### src/include/decoder_macros.svh
`ifndef DECODER_MACROS_SVH
`define DECODER_MACROS_SVH

// Instruction word and its fields
`define INSTR_WIDTH 32
`define OPCODE_WIDTH 6
`define FUNCT_WIDTH 6

// Control word fields
`define ALU_OP_WIDTH 5
`define BYTE_EN_WIDTH 4

`endif

### src/design/decoderPkg.sv
`default_nettype none

`include "decoder_macros.svh"

package decoderPkg;

  // Primary opcode field, MIPS encodings
  typedef enum logic [`OPCODE_WIDTH-1:0] {
    R_TYPE = 6'b000000,
    J      = 6'b000010,
    BEQ    = 6'b000100,
    BNE    = 6'b000101,
    ADDIU  = 6'b001001,
    SLTI   = 6'b001010,
    ANDI   = 6'b001100,
    ORI    = 6'b001101,
    XORI   = 6'b001110,
    LUI    = 6'b001111,
    LB     = 6'b100000,
    LH     = 6'b100001,
    LW     = 6'b100011,
    LBU    = 6'b100100,
    LHU    = 6'b100101,
    SW     = 6'b101011
  } opcode_t;

  // 3'b111 is never entered
  typedef enum logic [2:0] {
    FETCH      = 3'b000,
    DECODE     = 3'b001,
    EXEC1      = 3'b010,
    EXEC2      = 3'b011,
    EXEC3      = 3'b100,
    HALTED     = 3'b101,
    FETCH_WAIT = 3'b110
  } phase_t;

  // Codes understood by the datapath ALU
  typedef enum logic [`ALU_OP_WIDTH-1:0] {
    ALU_AND           = 5'b00000,
    ALU_OR            = 5'b00001,
    ALU_ADD           = 5'b00010,
    ALU_XOR           = 5'b00011,
    ALU_SLT           = 5'b00111,
    ALU_CMP_EQ        = 5'b01010,
    ALU_BRANCH_TARGET = 5'b01101,
    ALU_PASS_A        = 5'b01110,
    ALU_FUNCT         = 5'b01111,
    ALU_JUMP_TARGET   = 5'b10001,
    ALU_LUI           = 5'b10100
  } aluOp_t;

  typedef enum logic [2:0] {
    CLS_ALU_REG,
    CLS_ALU_IMM,
    CLS_LOAD,
    CLS_STORE,
    CLS_BRANCH,
    CLS_JUMP,
    CLS_JUMP_REG,
    CLS_INVALID
  } instrClass_t;

  typedef enum logic [1:0] {
    MEM_WORD = 2'b00,
    MEM_HALF = 2'b01,
    MEM_BYTE = 2'b10
  } memSize_t;

  // Load extension applied by the memory read path
  typedef enum logic [1:0] {
    EXT_NONE      = 2'b00,
    EXT_SIGN_BYTE = 2'b10,
    EXT_SIGN_HALF = 2'b11
  } extMode_t;

  typedef struct packed {
    instrClass_t instrClass;
    aluOp_t      aluOp;
    logic        zeroExtImm;
    memSize_t    memSize;
    logic        loadSigned;
    logic        branchOnEqual;
    logic [6:0]  spare;
  } decodedInstr_t;

  typedef struct packed {
    logic       srcA;
    logic [1:0] srcB;
    aluOp_t     aluOp;
    logic       aluSel;
    logic       extSel;
    logic       reserved;
  } aluCtrl_t;

  typedef struct packed {
    logic                      memRead;
    logic                      memWrite;
    logic                      iOrD;
    logic [`BYTE_EN_WIDTH-1:0] byteEnable;
    extMode_t                  extMode;
  } memCtrl_t;

  typedef struct packed {
    logic regWrite;
    logic regDst;
    logic memToReg;
  } regCtrl_t;

  typedef struct packed {
    logic pcWrite;
    logic pcSrc;
    logic irWrite;
    logic irSel;
    logic isJump;
  } pcCtrl_t;

endpackage

`default_nettype wire

### src/design/datapathControl.sv
`timescale 1ns/1ps
`default_nettype none

module datapathControl (
  input  decoderPkg::phase_t phase,
  input  decoderPkg::decodedInstr_t decoded,
  input  logic branchDelay,
  input  logic aluFlag,
  output decoderPkg::aluCtrl_t aluCtrl,
  output decoderPkg::regCtrl_t regCtrl,
  output decoderPkg::pcCtrl_t pcCtrl,
  output logic needsMore,
  output logic branchTaken
);

  import decoderPkg::*;

  always_comb begin
    aluCtrl = '0;
    regCtrl = '0;
    pcCtrl = '0;
    needsMore = 1'b0;
    branchTaken = 1'b0;
    case (phase)
      FETCH: begin
        // PC + 4, or the saved target when a branch is pending
        aluCtrl.srcB = 2'b01;
        aluCtrl.aluOp = ALU_ADD;
        pcCtrl.pcWrite = 1'b1;
        pcCtrl.pcSrc = branchDelay;
      end
      DECODE: begin
        // Branch target computed ahead of the compare
        aluCtrl.srcB = 2'b11;
        aluCtrl.aluOp = ALU_BRANCH_TARGET;
        pcCtrl.irWrite = 1'b1;
      end
      EXEC1: begin
        pcCtrl.irSel = 1'b1;
        if (decoded.instrClass != CLS_INVALID) begin
          aluCtrl.aluOp = decoded.aluOp;
          aluCtrl.extSel = decoded.zeroExtImm;
          aluCtrl.srcA = (decoded.instrClass != CLS_JUMP);
        end
        case (decoded.instrClass)
          CLS_ALU_REG: needsMore = 1'b1;
          CLS_ALU_IMM, CLS_LOAD, CLS_STORE: begin
            aluCtrl.srcB = 2'b10;
            needsMore = 1'b1;
          end
          CLS_BRANCH: begin
            // aluFlag is the equality result
            aluCtrl.aluSel = 1'b1;
            branchTaken = decoded.branchOnEqual ? aluFlag : !aluFlag;
          end
          CLS_JUMP: begin
            aluCtrl.srcB = 2'b11;
            pcCtrl.isJump = 1'b1;
            branchTaken = 1'b1;
          end
          CLS_JUMP_REG: branchTaken = 1'b1;
          default: ;
        endcase
      end
      EXEC2: begin
        pcCtrl.irSel = 1'b1;
        case (decoded.instrClass)
          CLS_ALU_REG, CLS_ALU_IMM: begin
            aluCtrl.aluSel = 1'b1;
            regCtrl.regWrite = 1'b1;
            regCtrl.memToReg = 1'b1;
            regCtrl.regDst = (decoded.instrClass == CLS_ALU_REG);
          end
          CLS_LOAD: begin
            aluCtrl.aluSel = 1'b1;
            needsMore = 1'b1;
          end
          CLS_STORE: aluCtrl.aluSel = 1'b1;
          default: ;
        endcase
      end
      EXEC3: begin
        pcCtrl.irSel = 1'b1;
        // Load data written to rt
        regCtrl.regWrite = (decoded.instrClass == CLS_LOAD);
      end
      default: ;
    endcase
  end

  regWriteLegal: assert final (!regCtrl.regWrite
      || (phase == EXEC2 && decoded.instrClass inside {CLS_ALU_REG, CLS_ALU_IMM})
      || (phase == EXEC3 && decoded.instrClass == CLS_LOAD))
    else $error("regWrite in phase %s for class %s",
                phase.name(), decoded.instrClass.name());

endmodule

`default_nettype wire

### src/design/decoderTop.sv
`timescale 1ns/1ps
`default_nettype none

`include "decoder_macros.svh"

module decoderTop (
  input  logic clk,
  input  logic rst,
  input  logic run,
  input  logic [`INSTR_WIDTH-1:0] instr,
  input  logic pcIsZero,
  input  logic waitRequest,
  input  logic aluFlag,
  output decoderPkg::phase_t phase,
  output logic active,
  output decoderPkg::aluCtrl_t aluCtrl,
  output decoderPkg::memCtrl_t memCtrl,
  output decoderPkg::regCtrl_t regCtrl,
  output decoderPkg::pcCtrl_t pcCtrl
);

  import decoderPkg::*;

  decodedInstr_t decoded;
  logic branchDelay;
  logic needsMore;
  logic branchTaken;

  instrClassifier u_classifier (
    .instr   (instr),
    .decoded (decoded)
  );

  phaseSequencer u_sequencer (
    .clk         (clk),
    .rst         (rst),
    .run         (run),
    .pcIsZero    (pcIsZero),
    .waitRequest (waitRequest),
    .needsMore   (needsMore),
    .branchTaken (branchTaken),
    .phase       (phase),
    .branchDelay (branchDelay),
    .active      (active)
  );

  // Branch decision returns to the sequencer for the next fetch
  datapathControl u_datapathCtrl (
    .phase       (phase),
    .decoded     (decoded),
    .branchDelay (branchDelay),
    .aluFlag     (aluFlag),
    .aluCtrl     (aluCtrl),
    .regCtrl     (regCtrl),
    .pcCtrl      (pcCtrl),
    .needsMore   (needsMore),
    .branchTaken (branchTaken)
  );

  memAccessControl u_memCtrl (
    .phase   (phase),
    .decoded (decoded),
    .memCtrl (memCtrl)
  );

endmodule

`default_nettype wire

### src/design/instrClassifier.sv
`timescale 1ns/1ps
`default_nettype none

`include "decoder_macros.svh"

module instrClassifier (
  input  logic [`INSTR_WIDTH-1:0] instr,
  output decoderPkg::decodedInstr_t decoded
);

  import decoderPkg::*;

  localparam logic [`FUNCT_WIDTH-1:0] FUNCT_JR = 6'b001000;

  opcode_t opcode;
  logic [`FUNCT_WIDTH-1:0] funct;

  assign opcode = opcode_t'(instr[`INSTR_WIDTH-1 -: `OPCODE_WIDTH]);
  assign funct = instr[`FUNCT_WIDTH-1:0];

  always_comb begin
    decoded = '0;
    decoded.instrClass = CLS_INVALID;
    decoded.aluOp = ALU_AND;
    decoded.memSize = MEM_WORD;
    case (opcode)
      R_TYPE: begin
        if (funct == FUNCT_JR) begin
          decoded.instrClass = CLS_JUMP_REG;
          decoded.aluOp = ALU_PASS_A;
        end else begin
          // ALU decodes the function field itself
          decoded.instrClass = CLS_ALU_REG;
          decoded.aluOp = ALU_FUNCT;
        end
      end
      ADDIU: begin
        decoded.instrClass = CLS_ALU_IMM;
        decoded.aluOp = ALU_ADD;
      end
      ANDI, ORI, XORI: begin
        decoded.instrClass = CLS_ALU_IMM;
        decoded.zeroExtImm = 1'b1;
        decoded.aluOp = (opcode == ANDI) ? ALU_AND : (opcode == ORI) ? ALU_OR : ALU_XOR;
      end
      SLTI: begin
        decoded.instrClass = CLS_ALU_IMM;
        decoded.aluOp = ALU_SLT;
      end
      LUI: begin
        decoded.instrClass = CLS_ALU_IMM;
        decoded.aluOp = ALU_LUI;
      end
      LW, LH, LHU, LB, LBU: begin
        decoded.instrClass = CLS_LOAD;
        decoded.aluOp = ALU_ADD;
        decoded.loadSigned = (opcode == LH) || (opcode == LB);
        if (opcode == LH || opcode == LHU) begin
          decoded.memSize = MEM_HALF;
        end else if (opcode == LB || opcode == LBU) begin
          decoded.memSize = MEM_BYTE;
        end
      end
      SW: begin
        decoded.instrClass = CLS_STORE;
        decoded.aluOp = ALU_ADD;
      end
      BEQ, BNE: begin
        decoded.instrClass = CLS_BRANCH;
        decoded.aluOp = ALU_CMP_EQ;
        decoded.branchOnEqual = (opcode == BEQ);
      end
      J: begin
        decoded.instrClass = CLS_JUMP;
        decoded.aluOp = ALU_JUMP_TARGET;
      end
      default: ;
    endcase
  end

endmodule

`default_nettype wire

### src/design/memAccessControl.sv
`timescale 1ns/1ps
`default_nettype none

module memAccessControl (
  input  decoderPkg::phase_t phase,
  input  decoderPkg::decodedInstr_t decoded,
  output decoderPkg::memCtrl_t memCtrl
);

  import decoderPkg::*;

  logic isLoad;
  logic isStore;

  assign isLoad = (decoded.instrClass == CLS_LOAD);
  assign isStore = (decoded.instrClass == CLS_STORE);

  always_comb begin
    memCtrl = '0;
    memCtrl.byteEnable = 4'b1111;
    memCtrl.extMode = EXT_NONE;
    memCtrl.memRead = (phase == FETCH) || (phase == FETCH_WAIT) || (phase == EXEC2 && isLoad);
    memCtrl.memWrite = (phase == EXEC2) && isStore;
    // Data access uses the ALU address
    memCtrl.iOrD = (phase == EXEC2) && (isLoad || isStore);
    if (memCtrl.iOrD) begin
      case (decoded.memSize)
        MEM_HALF: memCtrl.byteEnable = 4'b0011;
        MEM_BYTE: memCtrl.byteEnable = 4'b0001;
        default:  memCtrl.byteEnable = 4'b1111;
      endcase
    end
    // Extension held through write-back
    if (isLoad && decoded.loadSigned && (phase == EXEC2 || phase == EXEC3)) begin
      case (decoded.memSize)
        MEM_HALF: memCtrl.extMode = EXT_SIGN_HALF;
        MEM_BYTE: memCtrl.extMode = EXT_SIGN_BYTE;
        default:  memCtrl.extMode = EXT_NONE;
      endcase
    end
  end

  memOwnerUnique: assert final (!(memCtrl.memRead && memCtrl.memWrite))
    else $error("memRead and memWrite both high in phase %s", phase.name());

endmodule

`default_nettype wire

### src/design/phaseSequencer.sv
`timescale 1ns/1ps
`default_nettype none

module phaseSequencer (
  input  logic clk,
  input  logic rst,
  input  logic run,
  input  logic pcIsZero,
  input  logic waitRequest,
  input  logic needsMore,
  input  logic branchTaken,
  output decoderPkg::phase_t phase,
  output logic branchDelay,
  output logic active
);

  import decoderPkg::*;

  phase_t phaseNext;
  // High in the execute phase that hands over to the next fetch
  logic lastExec;

  always_comb begin
    phaseNext = phase;
    lastExec = 1'b0;
    case (phase)
      HALTED: begin
        if (run) begin
          phaseNext = FETCH;
        end
      end
      FETCH, FETCH_WAIT: phaseNext = waitRequest ? FETCH_WAIT : DECODE;
      DECODE: phaseNext = EXEC1;
      EXEC1: begin
        phaseNext = needsMore ? EXEC2 : FETCH;
        lastExec = !needsMore;
      end
      EXEC2: begin
        // Held until the memory accepts the access
        if (!waitRequest) begin
          phaseNext = needsMore ? EXEC3 : FETCH;
          lastExec = !needsMore;
        end
      end
      EXEC3: begin
        phaseNext = FETCH;
        lastExec = 1'b1;
      end
      default: phaseNext = HALTED;
    endcase
    if (pcIsZero && phase != HALTED) begin
      phaseNext = HALTED;
    end
  end

  always_ff @(posedge clk) begin
    if (rst) begin
      phase <= HALTED;
      branchDelay <= 1'b0;
    end else begin
      phase <= phaseNext;
      if (phase == HALTED) begin
        branchDelay <= 1'b0;
      end else if (lastExec) begin
        branchDelay <= branchTaken;
      end
    end
  end

  assign active = (phase != HALTED);

  haltNeedsRun: assert property (@(posedge clk) disable iff (rst)
    (phase == HALTED && !run) |=> (phase == HALTED))
    else $error("phase left HALTED without run");

  phaseLegal: assert property (@(posedge clk) disable iff (rst)
    phase inside {FETCH, FETCH_WAIT, DECODE, EXEC1, EXEC2, EXEC3, HALTED})
    else $error("phase holds unused encoding %b", phase);

endmodule

`default_nettype wire

### config.mk
export PLATFORM = sky130hd
export DESIGN_NAME = decoderTop
export DESIGN_NICKNAME = d
export VERILOG_FILES = /design/src/design/decoderPkg.sv /design/src/design/datapathControl.sv /design/src/design/decoderTop.sv /design/src/design/instrClassifier.sv /design/src/design/memAccessControl.sv /design/src/design/phaseSequencer.sv
export VERILOG_INCLUDE_DIRS = /design/src /design/src/include
export SDC_FILE = /design/constraint.sdc
export NUM_CORES = 1
export LEC_CHECK = 0
export BUFFER_PORTS_ARGS = -buffer_cell sky130_fd_sc_hd__buf_4
export CORE_MARGIN = 3
export CORE_UTILIZATION = 37
export CTS_CLUSTER_DIAMETER = 80
export CTS_CLUSTER_SIZE = 25
export DETAILED_ROUTE_END_ITERATION = 8
export GPL_ROUTABILITY_DRIVEN = 0
export HOLD_SLACK_MARGIN = 0.05
export PLACE_DENSITY = 0.84
export SYNTH_ARGS = -nofsm -noshare
export SYNTH_HDL_FRONTEND = slang
export SYNTH_SLANG_ARGS = --single-unit
export TNS_END_PERCENT = 30
### constraint.sdc
create_clock -name clk -period 2.08 [get_ports clk]
set_input_delay 0.312 -clock clk [delete_from_list [all_inputs] [get_ports clk]]
set_output_delay 0.312 -clock clk [all_outputs]
set_load 0.01 [all_outputs]
==> results.sh <==
export IMPL_run_status="finished with violations"
export IMPL_failed_checks="negative setup slack"
export IMPL_drt_vias_per_instance=5.61
export IMPL_critPathMaxFanout=4
export IMPL_area_fraction_in_compound_gates_after_synthesis_pct=24.6
export IMPL_routedWlPerCell_um=14.9
export IMPL_antenna_found_initial=0
export IMPL_finalSetupViolations=5
export IMPL_crit_path_frequent_cell="buf_4"
export IMPL_critPathCapture="memCtrl[4]"
export IMPL_worst_setup_slack_final_ns=-0.0139
export IMPL_synth_flop_cell="dfxtp_1"
export IMPL_cts_hold_buffers_added=0
export IMPL_sequential_area_share_after_synthesis_pct=8.34
export IMPL_synth_area_mux_share_pct=4.43
export IMPL_routed_wirelength_mm=3.48
export IMPL_synth_top_family_by_area="simple AND/OR/NAND/NOR gates"
export IMPL_netlist_cell_type_count=51
export IMPL_cts_inserted_buffers=3
export IMPL_die_w_um=56.9
export IMPL_grt_pass1_wl_mm=5.15
export IMPL_cts_htree_levels=1
export IMPL_synthAdderAreaFrac_pct=1.30
export IMPL_family_with_the_most_delay_on_the_worst_path="simple AND/OR/NAND/NOR gates"
export IMPL_fin_total_pwr_mw=0.612
export IMPL_synth_net_count=185
export IMPL_postRouteAntennaNets=0
export IMPL_final_cell_count_no_fill=234
export IMPL_final_design_area_no_fill_um2=1620
export IMPL_async_reset_ff_share_pct=0
export IMPL_drt_initial_drc_count=36
export IMPL_dp_hpwl_mm=2.61
export IMPL_critPathSlowestCell="or3_4"
export IMPL_setup_worst_path_start="instr[29]"
export IMPL_setup_worst_path_start_class="input pin"
export IMPL_post_route_cells_drive_above_1_share_pct=50.5
export IMPL_floorplan_rows=17
export IMPL_die_area_um2=3240
export IMPL_first_global_vias=1157
export IMPL_post_place_cells=229
export IMPL_class_of_the_tightest_hold_or_removal_check="input pin to flip-flop"
export IMPL_synth_warnings=0
export IMPL_max_stage_delay_ns=0.43
export IMPL_route_vias_total=1312
export IMPL_io_pin_count=70
export IMPL_insertion_delay_ns=0.24
export IMPL_power_leakage_nw=0.755
export IMPL_synth_xor_area_share_pct=0.913
export IMPL_totalNegativeSetupSlack_ns=-0.0347
export IMPL_synth_edf_count=0
export IMPL_drt_first_pass_iters=4
export IMPL_critPathBufInv=4
export IMPL_synth_area_per_cell_um2=6.57
export IMPL_hold_viol_final=0
export IMPL_worst_setup_path_type="input pin to output port"
export IMPL_maximum_root_to_sink_buffer_count=2
export IMPL_max_freq_mhz=478
export IMPL_synth_seq_cells=4
export IMPL_antennaDiodeCount=0
export IMPL_drcViolationCount=0
export IMPL_maxcap_violations=0
export IMPL_cts_tree="yes"
export IMPL_placed_cell_area_um2=1430
export IMPL_critical_path_endpoint_type="output port"
export IMPL_core_footprint_um2=2340
export IMPL_total_of_buffers_placed_on_input_and_output_ports=47
export IMPL_timing_hold_ws_ns=0.402
export IMPL_crit_reg2reg_launch="u_sequencer.phase[0]"
export IMPL_die_height_um=56.9
export IMPL_syn_cell_area_um2=960
export IMPL_gr_total_overflow=0
export IMPL_ir_worst_vdd_mv=0.419
export IMPL_post_route_min_period_ns=2.09
export IMPL_post_synth_inst_count=146
export IMPL_ff2ff_path_depth=5
export IMPL_cts_sinks=4
export IMPL_clock_skews_ns=0.00581
export IMPL_power_density_nw_per_um2=377
export IMPL_worst_endpoint_arrival_ns=1.78
export IMPL_ff2ff_setup_slack_ns=0.46
export IMPL_post_route_period_util_pct=101
export IMPL_finalMaxSlewViolations=0
export IMPL_worstPathRequired_ns=1.77
export IMPL_gr_usage_all_layers_pct=19.4
export IMPL_clk_transition_reported_paths_ns=0.04
export IMPL_path_depth=8
export IMPL_area_growth_synth_to_final_pct=69.0
export IMPL_cts_root_buf="clkbuf_4"
export IMPL_grt_setup_unrepaired="yes"
export IMPL_finalNetCount=247
export IMPL_timing_critical_path_cells="buf_8 -> or2_4 -> buf_4 -> buf_4 -> o21ai_0 -> nand3_2 -> or3_4 -> buf_6"
export IMPL_capturing_point_of_the_worst_reg2reg_path="u_sequencer.phase[0]"
export IMPL_grt_max_degree=15
export IMPL_initial_core_util_pct=41.0
export IMPL_synth_simple_gate_area_share_pct=48.4
## state kept, by name, summed over array words and instances (netlist names)
signal	flops
u_sequencer.branchDelay	1
u_sequencer.phase	3
## cell usage after synthesis (3+ instances only)
library cell | count | area share, %
nand3_1 | 3 | 1.6
nor3b_1 | 3 | 2.3
nand2_1 | 22 | 8.6
o21ai_0 | 3 | 1.6
nor3_1 | 7 | 3.7
buf_2 | 5 | 2.6
buf_4 | 3 | 2.3
dfxtp_1 | 4 | 8.3
nor2_1 | 13 | 5.1
nor4_1 | 4 | 2.6
nor2b_1 | 5 | 3.3
inv_1 | 7 | 2.7
a21oi_1 | 6 | 3.1
clkbuf_1 | 3 | 1.2
nand2b_1 | 6 | 3.9
o21ai_1 | 3 | 1.6
and2_1 | 3 | 2.0
## area by class of cell
class / instances / area [um2]
sequential: 4 / 80.1
fill: 189 / 718
tap: 28 / 35.0
clock buffer: 3 / 22.5
multi-input combinational: 122 / 891
timing repair buffer: 70 / 567
inverter: 7 / 26.3
## power breakdown
| group | switching, mW | total [mW] | internal, mW | leakage (nW) |
|---|---|---|---|---|
| Clock | 0.0324 | 0.0969 | 0.0645 | 0.0138 |
| Combinational | 0.208 | 0.409 | 0.201 | 0.709 |
| Sequential | 0.0185 | 0.106 | 0.0871 | 0.0329 |
## metrics by stage
| step | setup slack [ns] | utilization, % |
|---|---|---|
| 2_1_floorplan | -0.0511 | - |
| 3_3_place_gp | -0.0772 | 61.3 |
| 3_5_place_dp | -0.136 | 61.3 |
| 4_1_cts | -0.0430 | 65.0 |
| 5_1_grt | -0.0963 | 69.3 |
| 6_report | -0.0139 | 69.3 |
## how the worst min path moves through the flow
stage	to	slack, ns	startpoint	cells after the start
after global routing	u_sequencer.phase[2]	0.38	run	2
after CTS	u_sequencer.phase[2]	0.39	run	2
after detailed placement	u_sequencer.phase[2]	0.62	run	2
after global placement	u_sequencer.phase[2]	0.60	run	2
final	u_sequencer.phase[1]	0.40	pcIsZero	3
after floorplan	u_sequencer.phase[2]	0.47	rst	2
## worst register-to-register path, stage by stage, from the launching register on
cell	delay [ns]
dfxtp_1	0.47
nand2_1	0.10
or2_1	0.25
a21oi_1	0.25
o221ai_1	0.15
a211o_1	0.28
## placed cells by master (no fill, tap or decap), drive strengths merged, types with 2 or more instances in the layout
cell type,n
a211o,2
conb,2
a21oi,6
nand3b,2
or3,2
nor2b,5
dfxtp,4
and2,3
o21ai,6
nand3,5
buf,70
mux2,2
mux2i,2
nand2b,6
or2,4
inv,7
nor3b,3
clkbuf,3
nor3,8
o31ai,2
nor2,14
nand2,23
o2bb2ai,2
o221ai,2
nor4,4
## what timing repair did
item	CTS	global route
gates resized for setup	13	19
endpoints found under the setup margin	10	16
setup buffers	1	1
pin swaps	7	7
## logic make-up after synthesis
group | Yosys count
compound gates | 32
buf+inv | 20
mux | 4
xor+xnor | 1
simple gates | 82
other cells | 2
fa+ha+maj | 1
flops | 4
## routing by layer
layer	GRT usage, %	wire [um]	part of all wire, %
met1	25.1	1460	42
met2	34.3	1700	49
met3	2.49	266	7.6
met4	3.97	50	1.4
met5	0	0	0
(Power assumes the default switching activity.)
